**config.mk**
```make
export PLATFORM = sky130hd
export DESIGN_NAME = wb_shared_bus
export DESIGN_NICKNAME = d
export VERILOG_FILES = /design/src/hw/arb_pkg.sv /design/src/hw/bus_pkg.sv /design/src/hw/wb_if.sv /design/src/hw/encode_one_hot.sv /design/src/hw/rr_arbiter.sv /design/src/hw/wb_arbiter.sv /design/src/hw/wb_ram.sv /design/src/hw/wb_shared_bus.sv
export SDC_FILE = /design/constraint.sdc
export NUM_CORES = 1
export LEC_CHECK = 0
export BUFFER_PORTS_ARGS = -buffer_cell sky130_fd_sc_hd__clkbuf_2
export CAP_MARGIN = 20
export CORE_ASPECT_RATIO = 0.8
export CORE_MARGIN = 2
export CORE_UTILIZATION = 44
export DETAILED_ROUTE_END_ITERATION = 7
export PLACE_DENSITY = 0.61
export SETUP_SLACK_MARGIN = 0.1
export SYNTH_ARGS = -nofsm -noshare
export SYNTH_HDL_FRONTEND = slang
export SYNTH_SLANG_ARGS = --single-unit
export TNS_END_PERCENT = 20
```
**constraint.sdc**
```tcl
create_clock -name clk_i -period 5.8 [get_ports clk_i]
set_clock_uncertainty 0.1 [all_clocks]
set_input_delay 1.74 -clock clk_i [delete_from_list [all_inputs] [get_ports clk_i]]
set_output_delay 1.74 -clock clk_i [all_outputs]
set_load 0.03 [all_outputs]
```
**src/hw/arb_pkg.sv**
```systemverilog
/* Arbitration constants and types: master count, index width and grant vector. */
`default_nettype none

package arb_pkg;

   // masters sharing the bus
   localparam int num_masters_lp = 4;

   // bits needed to name one master
   localparam int idx_width_lp = $clog2(num_masters_lp);

   // one bit per master, one-hot or all zero
   typedef logic [num_masters_lp-1:0] grant_t;

   typedef logic [idx_width_lp-1:0] idx_t;

endpackage

`default_nettype wire

```
**src/hw/bus_pkg.sv**
```systemverilog
/* Wishbone bus widths and vector types shared by the arbiter, the memory and the top level.
   Referenced by scoped name from each file that needs them. */
`default_nettype none

package bus_pkg;

   // word address, one per memory word
   localparam int adr_width_lp = 4;

   // data path width
   localparam int dat_width_lp = 32;

   // number of words behind the bus
   localparam int mem_words_lp = 1 << adr_width_lp;

   typedef logic [adr_width_lp-1:0] adr_t;
   typedef logic [dat_width_lp-1:0] dat_t;

endpackage

`default_nettype wire

```
**src/hw/wb_if.sv**
```systemverilog
/* Wishbone classic bus between the arbiter (master side) and the memory (slave side). */
`default_nettype none

interface wb_if;

   // request side, driven by the arbiter
   logic          cyc;
   logic          stb;
   logic          we;
   bus_pkg::adr_t adr;
   bus_pkg::dat_t dat_w;

   // response side, driven by the memory
   logic          ack;
   bus_pkg::dat_t dat_r;

   modport master
   (
      output cyc, stb, we, adr, dat_w,
      input  ack, dat_r
   );

   modport slave
   (
      input  cyc, stb, we, adr, dat_w,
      output ack, dat_r
   );

endinterface

`default_nettype wire

```
**src/hw/encode_one_hot.sv**
```systemverilog
/* Encodes a one-hot vector into the index of its set bit plus a valid flag.
   Generic width; odd widths are padded up to a power of two. */
`default_nettype none

module encode_one_hot
#(
   parameter int width_p    = 8,
   parameter int lo_to_hi_p = 1
)
(
   input  wire logic [width_p-1:0]                             i,
   output      logic [((width_p > 1) ? $clog2(width_p) : 1)-1:0] addr,
   output      logic                                           v
);

   // safe index width, at least one bit
   localparam int aw_lp      = (width_p > 1) ? $clog2(width_p) : 1;
   localparam int aligned_lp = 1 << $clog2(width_p);

   if (width_p == 1)
   begin : base
      // single bit, index is always zero
      assign v    = i[0];
      assign addr = 1'b0;
   end
   else if (width_p != aligned_lp)
   begin : unaligned
      logic [aligned_lp-1:0]         padded;
      logic [$clog2(aligned_lp)-1:0] aligned_addr;

      // pad once at the top instead of at every tree node
      if (lo_to_hi_p != 0)
      begin : pad_hi
         assign padded = {{(aligned_lp-width_p){1'b0}}, i};
      end
      else
      begin : pad_lo
         assign padded = {i, {(aligned_lp-width_p){1'b0}}};
      end

      encode_one_hot
      #(
         .width_p    (aligned_lp),
         .lo_to_hi_p (lo_to_hi_p)
      )
      align_enc
      (
         .i    (padded),
         .addr (aligned_addr),
         .v    (v)
      );

      assign addr = aligned_addr[aw_lp-1:0];
   end
   else
   begin : aligned
      // each node holds {partial index, any bit set}
      logic [width_p-1:0][aw_lp:0] node;
      logic [aw_lp:0]              lo_half;
      logic [aw_lp:0]              hi_half;
      logic [1:0]                  vs;

      always_comb
      begin
         // leaves: index zero, valid is the input bit
         for (int k = 0; k < width_p; k++)
         begin
            node[k] = {{aw_lp{1'b0}}, i[k]};
         end

         // reduce pairs level by level, in place
         for (int j = 1; j <= aw_lp; j++)
         begin
            for (int k = 0; k < (width_p >> j); k++)
            begin
               lo_half = node[2*k];
               hi_half = node[2*k+1];
               vs[0]   = |lo_half;
               vs[1]   = |hi_half;
               // chosen half sets index bit j-1, stored one up past v
               node[k] = ((aw_lp+1)'(vs[lo_to_hi_p != 0]) << j) | lo_half | hi_half;
            end
         end

         {addr, v} = node[0];
      end
   end

endmodule

`default_nettype wire

```
**src/hw/rr_arbiter.sv**
```systemverilog
/* Round-robin arbiter with a registered one-hot grant.
   The owner keeps the grant while its request (cyc) stays high. */
`default_nettype none

module rr_arbiter
(
   input  wire logic            clk_i,
   input  wire logic            arst_n,
   input  wire arb_pkg::grant_t req,
   output      arb_pkg::grant_t grant,
   output      arb_pkg::idx_t   grant_idx,
   output      logic            busy
);

   arb_pkg::grant_t grant_r;
   arb_pkg::grant_t mask;
   arb_pkg::grant_t masked_req;
   arb_pkg::grant_t candidate;
   arb_pkg::idx_t   last_owner;
   arb_pkg::idx_t   cand_idx;
   logic            cand_v;

   // only masters above the last owner get first pick
   always_comb
   begin
      for (int k = 0; k < arb_pkg::num_masters_lp; k++)
      begin
         mask[k] = (k > int'(last_owner));
      end
   end

   assign masked_req = req & mask;

   // lowest set bit of the masked set, else wrap to lowest overall
   assign candidate = (|masked_req)
      ? (masked_req & (~masked_req + arb_pkg::grant_t'(1)))
      : (req & (~req + arb_pkg::grant_t'(1)));

   encode_one_hot
   #(
      .width_p    (arb_pkg::num_masters_lp),
      .lo_to_hi_p (1)
   )
   cand_enc
   (
      .i    (candidate),
      .addr (cand_idx),
      .v    (cand_v)
   );

   // index of the current owner, busy while any grant is held
   encode_one_hot
   #(
      .width_p    (arb_pkg::num_masters_lp),
      .lo_to_hi_p (1)
   )
   grant_enc
   (
      .i    (grant_r),
      .addr (grant_idx),
      .v    (busy)
   );

   always_ff @(posedge clk_i or negedge arst_n)
   begin
      if (!arst_n)
      begin
         grant_r    <= '0;
         // start as if master 3 went last, so master 0 wins first
         last_owner <= arb_pkg::idx_t'(arb_pkg::num_masters_lp - 1);
      end
      else if (busy)
      begin
         // owner dropped cyc, free the bus for one cycle
         if (!req[grant_idx])
         begin
            grant_r <= '0;
         end
      end
      else if (cand_v)
      begin
         grant_r    <= candidate;
         last_owner <= cand_idx;
      end
   end

   assign grant = grant_r;

endmodule

`default_nettype wire

```
**src/hw/wb_arbiter.sv**
```systemverilog
/* Arbitrates the per-master Wishbone ports and steers the owner onto the shared bus.
   Ack goes back only to the granted master; read data is broadcast. */
`default_nettype none

module wb_arbiter
(
   input  wire logic                                           clk_i,
   input  wire logic                                           arst_n,
   input  wire arb_pkg::grant_t                                m_cyc,
   input  wire arb_pkg::grant_t                                m_stb,
   input  wire arb_pkg::grant_t                                m_we,
   input  wire bus_pkg::adr_t [arb_pkg::num_masters_lp-1:0]    m_adr,
   input  wire bus_pkg::dat_t [arb_pkg::num_masters_lp-1:0]    m_dat_w,
   output      arb_pkg::grant_t                                m_ack,
   output      bus_pkg::dat_t                                  m_dat_r,
   wb_if.master                                                bus
);

   arb_pkg::grant_t grant;
   arb_pkg::idx_t   grant_idx;
   logic            busy;

   // cyc is the request, held for a whole burst
   rr_arbiter rr_arbiter_i
   (
      .clk_i     (clk_i),
      .arst_n    (arst_n),
      .req       (m_cyc),
      .grant     (grant),
      .grant_idx (grant_idx),
      .busy      (busy)
   );

   // no owner, keep the bus quiet
   assign bus.cyc = busy & m_cyc[grant_idx];
   assign bus.stb = busy & m_stb[grant_idx];

   // payload follows the owner index
   assign bus.we    = m_we[grant_idx];
   assign bus.adr   = m_adr[grant_idx];
   assign bus.dat_w = m_dat_w[grant_idx];

   // ack only on the owner's bit
   assign m_ack   = grant & {arb_pkg::num_masters_lp{bus.ack}};
   assign m_dat_r = bus.dat_r;

endmodule

`default_nettype wire

```
**src/hw/wb_ram.sv**
```systemverilog
/* Wishbone classic slave register memory, one registered ack per strobe. */
`default_nettype none

module wb_ram
(
   input  wire logic clk_i,
   input  wire logic arst_n,
   wb_if.slave       bus
);

   bus_pkg::dat_t mem [bus_pkg::mem_words_lp];
   bus_pkg::dat_t dat_r_r;
   logic          ack_r;
   logic          access;

   // new transfer, skip the cycle the ack is already out
   assign access = bus.cyc & bus.stb & ~ack_r;

   always_ff @(posedge clk_i or negedge arst_n)
   begin
      if (!arst_n)
      begin
         ack_r <= 1'b0;
      end
      else
      begin
         ack_r <= access;
      end
   end

   // storage and read word
   always_ff @(posedge clk_i)
   begin
      if (access)
      begin
         if (bus.we)
         begin
            mem[bus.adr] <= bus.dat_w;
         end
         else
         begin
            dat_r_r <= mem[bus.adr];
         end
      end
   end

   assign bus.ack   = ack_r;
   assign bus.dat_r = dat_r_r;

endmodule

`default_nettype wire

```
**src/hw/wb_shared_bus.sv**
```systemverilog
/* Top level: four Wishbone masters on plain ports share one register memory.
   Each per-master signal is a packed array indexed by master. */
`default_nettype none

module wb_shared_bus
(
   input  wire logic                                        clk_i,
   input  wire logic                                        arst_n,
   input  wire arb_pkg::grant_t                             m_cyc,
   input  wire arb_pkg::grant_t                             m_stb,
   input  wire arb_pkg::grant_t                             m_we,
   input  wire bus_pkg::adr_t [arb_pkg::num_masters_lp-1:0] m_adr,
   input  wire bus_pkg::dat_t [arb_pkg::num_masters_lp-1:0] m_dat_w,
   output      arb_pkg::grant_t                             m_ack,
   output      bus_pkg::dat_t                               m_dat_r
);

   // shared bus between arbiter and memory
   wb_if bus_if ();

   wb_arbiter wb_arbiter_i
   (
      .clk_i   (clk_i),
      .arst_n  (arst_n),
      .m_cyc   (m_cyc),
      .m_stb   (m_stb),
      .m_we    (m_we),
      .m_adr   (m_adr),
      .m_dat_w (m_dat_w),
      .m_ack   (m_ack),
      .m_dat_r (m_dat_r),
      .bus     (bus_if.master)
   );

   wb_ram wb_ram_i
   (
      .clk_i  (clk_i),
      .arst_n (arst_n),
      .bus    (bus_if.slave)
   );

endmodule

`default_nettype wire

```
# [Word-level counts from Yosys, hierarchy flattened]
# Memory sizes are Yosys's and may differ from the RTL's. A register that Yosys moved wholly into a read port is not among the register bits.
# Cells that the tools add are included.
[totals] register_bits=7 latchBits=0 mem_bits_rw=512 mem_bits_ro=0 input_bits=158 elab_cells=60 n_memories=1
[mem_list] memory="wb_ram_i.mem" depth=16 word_bits=32 read_ports=1 rd_clocked_by_memory_dff=1 wr=1 line="wb_ram.sv:11" text="bus_pkg::dat_t mem [bus_pkg::mem_words_lp];"
[op_classes] n_addsub=2 n_mul=0 div=0 magnitude_cmp=4 eq_ne=1 n_shift=0 mux=17 n_bitwise=25 n_reduce_logical=7
[ops] op="$bmux W32 S2" count=1
[ops] op="$mux W32" count=1
[ops] op="$mux W4" count=5
[ops] op="$and A4 B4 Y4" count=4
[ops] op="$or A3 B1 Y3" count=4
[ops] op="$or A3 B3 Y3" count=4
[ops] op="$add A4 B1 Y4 const B" count=2
[ops] op="$bmux W4 S2" count=1
[ops] op="$not A4 Y4" count=2
[ops] op="$or A2 B1 Y2" count=4
[ops] op="$bmux W1 S2" count=3
[ops] op="$mux W1" count=6
[ops] op="$reduce_and A2 Y1" count=3
[ops] op="$reduce_or A3 Y1" count=2
[ops] op="$and A1 B1 Y1" count=4
[ops] op="$gt A2 B2 Y1 const A" count=2
[ops] op="$reduce_or A4 Y1" count=1
[ops] op="$lt A2 B3 Y1 const B" count=1
[ops] op="$not A1 Y1" count=3
[ops] op="$gt A1 B2 Y1 const A" count=1
[ops] op="$ne A2 B2 Y1 const B" count=1
[ops] op="$reduce_bool A2 Y1" count=1

# [Depth between registers and ports, before layout]
# Gate-level depths: netlist (run 1).
[depth] word_depth=13 mapped_depth=10 depth_no_buf=6

# [Hierarchy]
# Synthesis (run 1) repeated with hierarchy kept, for this count alone.
[hier_totals] hier_cells=985 hier_area_um2=21933.5
[by_module_without_submodules] module="wb_ram" instances=1 cells_per_inst=847 area_each_um2=20254.4
[by_module_without_submodules] module="wb_arbiter" instances=1 cells_per_inst=85 area_each_um2=1211.2
[by_module_without_submodules] module="rr_arbiter" instances=1 cells_per_inst=47 area_each_um2=427.9
[by_module_without_submodules] module="encode_one_hot" instances=2 cells_per_inst=3 area_each_um2=20.0

# [Worst setup path before layout (run 1)]
# Ideal clock, no wire load.
[synth_timing] kind="in2reg" from="in m_adr[4] (netlist name)" to="mem wb_ram_i.mem[7][0] (netlist name), enable pin" setup_ns=0.461 t_arrival_ns=5.204 t_required_ns=5.239 path_slack_ns=0.035 cell_stages=8 path_buffers=3 path_cell_list="mux2_1 o22ai_1 a21o_1 buf_2 buf_6 buf_2 or3b_2 nor3_1"
[synth_via] elab_chain_len=2
[synth_rtl] item="from (decl)" line="wb_shared_bus.sv:12" text="input wire bus_pkg::adr_t [arb_pkg::num_masters_lp-1:0] m_adr,"
[synth_rtl] item="$bmux W4 S2" line="wb_arbiter.sv:40" text="assign bus.adr = m_adr[grant_idx];"
[synth_rtl] item="$mux W4 (not written as such)" line="wb_arbiter.sv:40"
[synth_rtl] item="to (decl)" line="wb_ram.sv:11"
# Every way passes these cells. The select of a mux whose other input is x is not followed.

# [Worst setup path in the final report (run 1)]
[layout_timing] from="reg wb_arbiter_i.rr_arbiter_i.grant_r[3] (netlist: wb_arbiter_i.rr_arbiter_i.grant[3])" to="reg wb_ram_i.dat_r_r[30] (netlist: wb_ram_i.bus.dat_r[30]), read port of wb_ram_i.mem (data pin)"
[layout_via] elab_chain_len=11 elab_cells_between_ends=19 classes_between="mux (8); bitwise (9); reduce/logical (2)"
[layout_rtl] item="from (decl)" line="rr_arbiter.sv:15" text="arb_pkg::grant_t grant_r;"
[layout_rtl] item="from (signal assigned)" line="rr_arbiter.sv:82" text="grant_r <= candidate;"
[layout_rtl] item="$or A2 B1 Y2" line="encode_one_hot.sv:81" text="node[k] = ((aw_lp+1)'(vs[lo_to_hi_p != 0]) << j) | lo_half | hi_half;"
[layout_rtl] item="$or A3 B1 Y3 *" line="encode_one_hot.sv:81"
[layout_rtl] item="$reduce_or A3 Y1" line="encode_one_hot.sv:79" text="vs[1] = |hi_half;"
[layout_rtl] item="$or A3 B3 Y3" line="encode_one_hot.sv:81"
[layout_rtl] item="$or A3 B3 Y3 *" line="encode_one_hot.sv:81"
[layout_rtl] item="$bmux W1 S2, on equally long branches" line="wb_arbiter.sv:35, wb_arbiter.sv:36"
[layout_rtl] item="$mux W1, on equally long branches" line="wb_arbiter.sv:35, wb_arbiter.sv:36"
[layout_rtl] item="$and A1 B1 Y1, on equally long branches" line="wb_arbiter.sv:35, wb_arbiter.sv:36"
[layout_rtl] item="$and A1 B1 Y1 (2 in a row)" line="wb_ram.sv:17" text="assign access = bus.cyc & bus.stb & ~ack_r;"
[layout_rtl] item="$reduce_and A2 Y1 (no line)"
[layout_rtl] item="to (decl)" line="wb_ram.sv:12" text="bus_pkg::dat_t dat_r_r;"
# Every way passes the cells marked *; elsewhere a longest branch is shown, timed or not. The select of a mux whose other input is x is not followed.
# A chain may end at the register's enable or synchronous reset.

==> results of run 1 <==
power groups by stage:
stage | combinational, mW | clock [mW] | sequential [mW]
3_3_place_gp | 5.46 | 0 | 5.93
3_5_place_dp | 5.61 | 0 | 5.93
2_1_floorplan | 3.61 | 0 | 5.97
5_1_grt | 6.09 | 3.66 | 5.84
6_report | 5.66 | 3.45 | 5.83
4_1_cts | 5.62 | 3.50 | 5.84
routing by layer:
layer / part of all wire (%) / global-route usage (%) / up-vias / routed length, um
met5: 0 / 0 / - / 0
met4: 2.1 / 5.25 / 0 / 1180
met3: 4.9 / 3.05 / 76 / 2710
met2: 48 / 34.6 / 380 / 26600
met1: 45 / 30.7 / 6534 / 25000
li1: - / - / 5714 / -
cells in the final DEF (no fill, tap or decap), types with 28 or more instances in the layout:
master	count
mux2i_1	262
a31oi_1	28
clkbuf_16	51
edfxtp_1	544
o22ai_1	157
nand2_1	72
or4_1	32
clkbuf_2	193
buf_4	56
kinds of logic after synthesis:
group | after synthesis | share of synthesized area (%)
AO/OA/AOI/OAI | 227 | 6.65
buffers and inverters | 85 | 2.10
flip-flops | 551 | 75.3
multiplexers | 265 | 12.1
AND/OR/NAND/NOR | 167 | 3.88
worst reg2reg max path, delay by kind of cell, from the launching register on:
kind / cells / cell delay [ps]
flops: 1 / 600
simple gates: 3 / 2220
compound gates: 3 / 1180
cell type report:
cell class              count  area [um^2]  share of cell area, %
clock buffers              54         1290                   4.97
clock inverters            39          440                   1.70
inverters                   5         18.8                 0.0725
multi-input cells         659         5150                   19.9
flip-flops and latches    551        16500                   63.8
well taps                 675          845                   3.26
repair buffers            264         1650                   6.37
registers in the layout (all words and copies together), names as in the netlist:
| signal | cells |
|---|---|
| wb_ram_i.mem | 512 |
| wb_ram_i.bus.dat_r | 32 |
| wb_arbiter_i.rr_arbiter_i.last_owner | 2 |
| wb_ram_i.bus.ack | 1 |
| wb_arbiter_i.rr_arbiter_i.grant | 4 |
metrics by stage:
step	setup WS (ps)	hold WS (ps)	cells	power, mW	util (%)
final	1430	450	2247	14.9	52.3
after global routing	1240	485	2247	15.6	52.3
after CTS	1470	447	2240	15.0	52.2
after detailed placement	1010	431	2147	11.5	48.7
after global placement	1020	430	2144	11.4	48.7
after floorplan	146	402	1295	9.58	-
final timing paths:
path                                                           end  slack (ps)
setup / recovery                            wb_ram_i.bus.dat_r[30]        1430
hold / removal             wb_arbiter_i.rr_arbiter_i.last_owner[0]         450
setup reg to reg                            wb_ram_i.bus.dat_r[30]        1430
hold reg to reg            wb_arbiter_i.rr_arbiter_i.last_owner[0]         450
max in group asynchronous  wb_arbiter_i.rr_arbiter_i.last_owner[0]        4480
min in group asynchronous                         wb_ram_i.bus.ack         890
==> run metrics, run 1 <==
GR Overflow Total 0; area post-placement 0.0241 mm^2; Yosys warnings 0; DR DRC count 0; Die H approximately 200 um; arrival time worst endpoint between 4000 and 5000 ps; crit share post-route approximately 75%; area grow syn2layout 18.0%; Critical Path RT between 6000 and 7000 ps; Max-Cap Viols 0; final setup fails 0; Via density 5.65; number of buffers created by CTS 51; Clock Sinks 551; WP buf/inv 0; Final TNS setup 0 ps; Sequential Power Share 39.0%; Pint 9.66 mW; Distinct cells, synth 46; clock network fraction of total power 23.1%; number of flops mapped to enable cells by yosys approximately 540; Synth Net Count about 1500; WL final around 55 mm; Routed wire per std cell 24.7 um; critical path class reg -> reg; initial drt markers 1056; Post-DP HPWL approximately 33 mm; Post-synth top flop edfxtp_1; crit path from wb_arbiter_i.rr_arbiter_i.grant[3]; I/O Pins 194; Longest Clk Path Bufs 3; post-CTS setup buffer count 0; Net Sw Power about 5.3 mW; CTS tree built; Core ar. roughly 0.050 mm^2; startpoint types flop; Sw Ratio a little over a third; design area 0.0259 mm^2; Seq cells post-synth between 500 and 600; Clock Pin Slew Worst Setup and Hold Paths 70 ps; Comb pwr share 37.9%; main area contributors after synthesis edfxtp_1 (74%), mux2i_1 (12%), o22ai_1 (4.5%), nand2_1 (1.2%), or4_1 (1.1%); post_cts resized 0; largest net degree at the start of global routing 73; GRT Util Overall 21.4%; FF-to-FF path depth 6; run status complete, no violations; Post-Syn Area 0.0219 mm^2; endpoints failing hold 0; beginning of the worst hold path wb_arbiter_i.rr_arbiter_i.last_owner[0]; initial antenna violation count 0; hold crit path type reg -> reg; slowest cell on the critical path or3_2; worst-path fanout max 32; top-count cell post-synth edfxtp_1; first drt pass iteration count 5; Pleak 9.23 nW; max-slew violations 0; nature of the critical path endpoint flop; # nets final 1690; Ant. Diodes 0; average size of a mapped cell 16.9 um^2; H-tree Lvls 2; Async SR Flop Fraction under 10%; layout cells sized above 1 24.4%; Starting Density 44.3%; CP Cell Sequence or2_2 > o22ai_1 > a21oi_2 > or3_2 > o22ai_1 > or4_1; dominant cell type by area after synthesis edfxtp_1; Routed Antenna Nets 0; Worst-Skew Late Latency between 500 and 600 ps; die width 254 um; Post-synth top cells edfxtp_1 (544), mux2i_1 (262), o22ai_1 (157); cell family with most CP delay simple AND/OR/NAND/NOR gates; RSZ-0062 raised after global routing no; vias 12700; worst vdd ir 0.365 mV; top-area cell type share of the netlist area roughly three quarters; minimum clock period around 4400 ps; Hold Buf Count CTS 0; r2r startpoint wb_arbiter_i.rr_arbiter_i.grant[3]; Mapped Cells 1295; cell repeated most along the worst path o22ai_1; die footprint 0.0517 mm^2; cell area power density between 500 and 600 mW/mm^2; Worst Max-Slew Pin Slew 1100 ps; first-pass GRT wire length 80.5 mm; vias in the first global route 12300; Seq/Total Area, Yosys around 75%; GPL Wtd Cong 0.821; PortBufs between 150 and 200; Worst path max stage delay 900 ps; Root Driver clkbuf_16; fmax 229 MHz; Rows 73; max_slew headroom 26.3%; Levels on crit path 6; Hold Crit Depth 2; Filler Cell Count between 4000 and 5000
No activity file was read; power rests on OpenSTA's default activity.
==> inputs of run 2 (changes only) <==
- PLACE_DENSITY: 0.61 -> 0.63
- clock period: 5.8 -> 3.85 ns (I/O delays scaled with it)
==> run 2 against run 1 <==
  * Non-clock buffer count is 50 higher
  * Critical path depth grew 1
  * Combinational power rose by 64%
  * Largest power group is now combinational cells
  * Critical endpoint is now wb_ram_i.bus.dat_r[7]
  * Hold slack got worse by 140 ps
  * Sequential cell count unchanged
  * Via count increased by 1.2%
==> run metrics, run 2 (synthesis results as in run 1) <==
GR Overflow Total 0; CP Cell Sequence or2_2 > buf_4 > o221ai_1 > or3_1 > buf_4 > o22ai_1 > or4_1; endpoints failing hold 0; number of buffers created by CTS 51; GPL Wtd Cong 0.816; Post-DP HPWL 33.6 mm; RSZ-0062 raised after global routing no; Ant. Diodes 0; max-slew violations 0; hold crit path type in -> async; die width 254 um; PortBufs 193; minimum clock period between 3000 and 4000 ps; worst vdd ir 0.509 mV; Clock Sinks 551; Hold Buf Count CTS 0; GRT Util Overall between 20% and 30%; slowest cell on the critical path or4_1; final setup fails 0; post_cts resized 0; Die H between 200 and 250 um; max_slew headroom 48.3%; H-tree Lvls 2; area grow syn2layout 20.4%; crit share post-route 87.5%; Core ar. 0.0495 mm^2; arrival time worst endpoint 3560 ps; Critical Path RT 4040 ps; cell family with most CP delay simple AND/OR/NAND/NOR gates; Clock Pin Slew Worst Setup and Hold Paths 60 ps; clock network fraction of total power 20.9%; Largest register FFs 512; Root Driver clkbuf_16; post-CTS setup buffer count 0; Worst-Skew Late Latency 570 ps; WP buf/inv 2; design area 0.0264 mm^2; Comb pwr share 40.8%; CTS tree built; DR DRC count 0; vias in the first global route 12600; Max-Cap Viols 0; Worst path max stage delay 540 ps; Pint 14.7 mW; Via density 5.60; Most flops, register wb_ram_i.mem; I/O Pins slightly below 200; initial drt markers 1141; most frequent cells in the layout edfxtp_1 (544), mux2i_1 (262), clkbuf_2 (193); WL final 55.8 mm; Pleak 9.52 nW; vias 12900; Starting Density 44.3%; Sequential Power Share a little under two fifths; run status complete, no violations; Routed Antenna Nets 0; layout cells sized above 1 25.7%; area post-placement 0.0248 mm^2; Final TNS setup 0 ps; most common cell after layout, fill and taps aside edfxtp_1; die footprint 0.0517 mm^2; initial antenna violation count 0; cell area power density 861 mW/mm^2; first-pass GRT wire length 81.1 mm; nature of the critical path endpoint flop; cell repeated most along the worst path buf_4; worst hold slack 311 ps; critical path class reg -> reg; worst-path fanout max 17; Rows between 70 and 80; startpoint types flop; # nets final roughly 1700; first drt pass iteration count 5; Net Sw Power 8.02 mW; Longest Clk Path Bufs 3; fmax 297 MHz; Sw Ratio 35.2%; Routed wire per std cell 24.3 um; largest net degree at the start of global routing 45; Worst Max-Slew Pin Slew 772 ps
run 2: changes by cell type in the layout (fill, tap and decap cells not counted), moves of 3 or more:
cell	previous run	this run
buf_12	12	38
buf_4	56	79
clkbuf_1	3	13
bufinv_16	9	2
a31oi_1	28	32
a31oi_2	4	0
or3_1	2	6
or3_2	4	0
clkinvlp_4	4	1
nor3_2	3	0
nor3_4	1	4
run 2: power groups by stage:
stage	sequential (mW)	clock [mW]	combinational [mW]
floorplan	8.99	0	5.47
global placement	8.90	0	8.79
detailed placement	8.88	0	9.10
CTS	8.75	4.84	9.11
global route	8.74	5.09	9.94
finish	8.72	4.75	9.29
run 2: metrics by stage:
step | utilization, % | std cells | setup WS [ps] | power (mW)
after floorplan | - | 1295 | -355 | 14.5
after global placement | 49.9 | 2182 | 187 | 17.7
after detailed placement | 50.0 | 2191 | 168 | 18.0
after CTS | 53.2 | 2282 | 498 | 22.7
after global routing | 53.4 | 2295 | 405 | 23.8
final | 53.4 | 2295 | 480 | 22.8
run 2: layout make-up:
cell class              instances  area [um^2]
fillers                      4004        23100
flip-flops and latches        551        16500
multi-input cells             659         5140
repair buffers                314         2350
clock buffers                  66         1380
well taps                     675          845
clock inverters                25          178
inverters                       5         18.8
run 2: routing by layer:
layer / up-vias / track usage [%] / share of wire, %
li1: 5810 / - / -
met1: 6505 / 30.0 / 44
met2: 459 / 34.5 / 47
met3: 88 / 3.93 / 6.7
met4: 0 / 6.70 / 2.6
met5: - / 0 / 0
run 2: final timing paths:
path	startpoint	slack, ps	depth (start not counted)	to
min reg2reg	wb_arbiter_i.rr_arbiter_i.last_owner[0]	450	2	wb_arbiter_i.rr_arbiter_i.last_owner[0]
min	arst_n	310	1	wb_ram_i.bus.ack
max in group asynchronous	arst_n	3100	1	wb_arbiter_i.rr_arbiter_i.last_owner[0]
min in group clk_i	wb_arbiter_i.rr_arbiter_i.last_owner[0]	450	2	wb_arbiter_i.rr_arbiter_i.last_owner[0]
max reg2reg	wb_arbiter_i.rr_arbiter_i.grant[3]	480	7	wb_ram_i.bus.dat_r[7]
max	wb_arbiter_i.rr_arbiter_i.grant[3]	480	7	wb_ram_i.bus.dat_r[7]
==> inputs of run 3 (changes only) <==
- CELL_PAD_IN_SITES_DETAIL_PLACEMENT: default -> 0
- CELL_PAD_IN_SITES_GLOBAL_PLACEMENT: default -> 1
- PLACE_DENSITY: 0.63 -> 0.72
==> run 3 against run 2 <==
  * Largest cell class unchanged
  * Critical endpoint is now wb_ram_i.mem[7][22]
  * Sequential cell count unchanged
  * Design area up 0.49%
  * Routed wire length up 2.4%
  * Highest routed layer unchanged
  * Hold slack worse by 2.4 ps
  * Clock power down 1%
  * Via count up 0.97%
  * First-iteration DRC count down 4.1%
==> run metrics, run 3 (synthesis results as in run 1) <==
Clock Pin Slew Worst Setup and Hold Paths 60 ps; startpoint types flop; number of buffers created by CTS 52; I/O Pins between 150 and 200; Hold Buf Count CTS 0; # nets final 1751; first-pass GRT wire length 82.7 mm; Ant. Diodes 0; H-tree Lvls 2; final setup fails 0; endpoints failing hold 0; cell area power density slightly below 900 mW/mm^2; Final TNS setup 0 ps; initial drt markers between 1000 and 1500; area grow syn2layout 21.0%; Routed wire per std cell 24.8 um; Clock Sinks 551; Max-Cap Viols 0; GPL Wtd Cong 0.835; worst hold slack just over 300 ps; area post-placement 0.0250 mm^2; Net Sw Power a little over 8 mW; Longest Clk Path Bufs 3; fmax 308 MHz; GRT Util Overall 22.2%; initial antenna violation count 1; Starting Density 44.3%; max_slew headroom about 49%; post_cts resized 0; clock network fraction of total power 20.4%; Via density 5.63; Sw Ratio 35.3%; layout cells sized above 1 26.0%; vias in the first global route 12700; Filler Cell Count ~4000; CTS tree built; placed cells 2206; Worst Max-Slew Pin Slew 765 ps; most common cell after layout, fill and taps aside edfxtp_1; Largest register FFs 512; crit share post-route 84.4%; vias 13000; Routed Antenna Nets 0; Critical Path RT 4020 ps; max-slew violations 0; Root Driver clkbuf_16; minimum clock period 3250 ps; design area ~0.027 mm^2; most frequent cells in the layout edfxtp_1 (544), mux2i_1 (262), clkbuf_2 (193); PortBufs 193; Core ar. about 0.050 mm^2; RSZ-0062 raised after global routing no; Post-DP HPWL approximately 35 mm; Sequential Power Share a little under two fifths; Rows 73; WL final 57.1 mm; worst-path fanout max 21; Pint 14.8 mW; worst vdd ir between 0.3 and 0.4 mV; Comb pwr share 41.6%; DR DRC count 0; critical path class reg -> reg; post-CTS setup buffer count 0; nature of the critical path endpoint flop; GR Overflow Total 0; Worst-Skew Late Latency a little under 600 ps; Most flops, register wb_ram_i.mem; Pleak 9.58 nW; die width 254 um; Die H 204 um; arrival time worst endpoint between 3000 and 4000 ps; hold crit path type in -> async; largest net degree at the start of global routing 33; die footprint 0.0517 mm^2; first drt pass iteration count 5; final cell count without fillers 2307; run status complete, no violations
-- run 3: changes by cell type in the layout (fill, tap and decap cells not counted), sizes merged --
cell and change:
clkbuf -5, inv +2, buf +13, clkinv +3, bufinv -1
-- run 3: stage by stage --
step | utilization [%] | total power [mW] | setup slack, ps
6_report | 53.6 | 22.9 | 600
5_1_grt | 53.6 | 24.0 | 445
4_1_cts | 53.5 | 23.0 | 592
3_5_place_dp | 50.4 | 18.3 | 158
3_3_place_gp | 50.3 | 18.1 | 189
2_1_floorplan | - | 14.5 | -355
-- run 3: area by class of cell --
| class | instances | area (um^2) | area share [%] |
|---|---|---|---|
| sequential | 551 | 16500 | 62.2 |
| multi-input combinational | 659 | 5140 | 19.4 |
| timing repair buffer | 324 | 2500 | 9.42 |
| clock buffer | 64 | 1370 | 5.15 |
| tap | 675 | 845 | 3.18 |
| clock inverter | 29 | 164 | 0.617 |
| inverter | 5 | 18.8 | 0.0707 |
-- run 3: per-layer routing --
layer  track usage [%]  wire (um)  share of wire, %  vias up
met5                 0          0                 0        -
met4              6.70       1510               2.6        0
met3              3.46       3650               6.4       91
met2              34.4      26300                46      490
met1              32.4      25700                45     6570
li1                  -          -                 -     5836
-- run 3: power by group through the flow --
stage	Clock (mW)	Combinational [mW]	Sequential [mW]
3_5_place_dp	0	9.45	8.87
2_1_floorplan	0	5.47	8.99
5_1_grt	5.01	10.2	8.75
6_report	4.68	9.54	8.73
3_3_place_gp	0	9.17	8.89
4_1_cts	4.76	9.45	8.75
-- run 3: worst paths after layout --
kind	from	endpoint	slack, ps	cells after the start
max	wb_arbiter_i.rr_arbiter_i.grant[3]	wb_ram_i.mem[7][22]	600	7
min	arst_n	wb_arbiter_i.rr_arbiter_i.grant[1]	310	1
max reg2reg	wb_arbiter_i.rr_arbiter_i.grant[3]	wb_ram_i.mem[7][22]	600	7
min reg2reg	wb_arbiter_i.rr_arbiter_i.last_owner[0]	wb_arbiter_i.rr_arbiter_i.last_owner[0]	450	2
max in group asynchronous	arst_n	wb_arbiter_i.rr_arbiter_i.last_owner[1]	3080	1
min in group clk_i	wb_arbiter_i.rr_arbiter_i.last_owner[0]	wb_arbiter_i.rr_arbiter_i.last_owner[0]	450	2
-- run 3: critical path, cell delays in order, from the launching register on --
cell,delay [ps]
dfrtp_1,460
or2_2,400
mux2i_1,150
mux2i_1,370
and4_1,350
or3b_2,600
nor3_4,230
buf_12,260
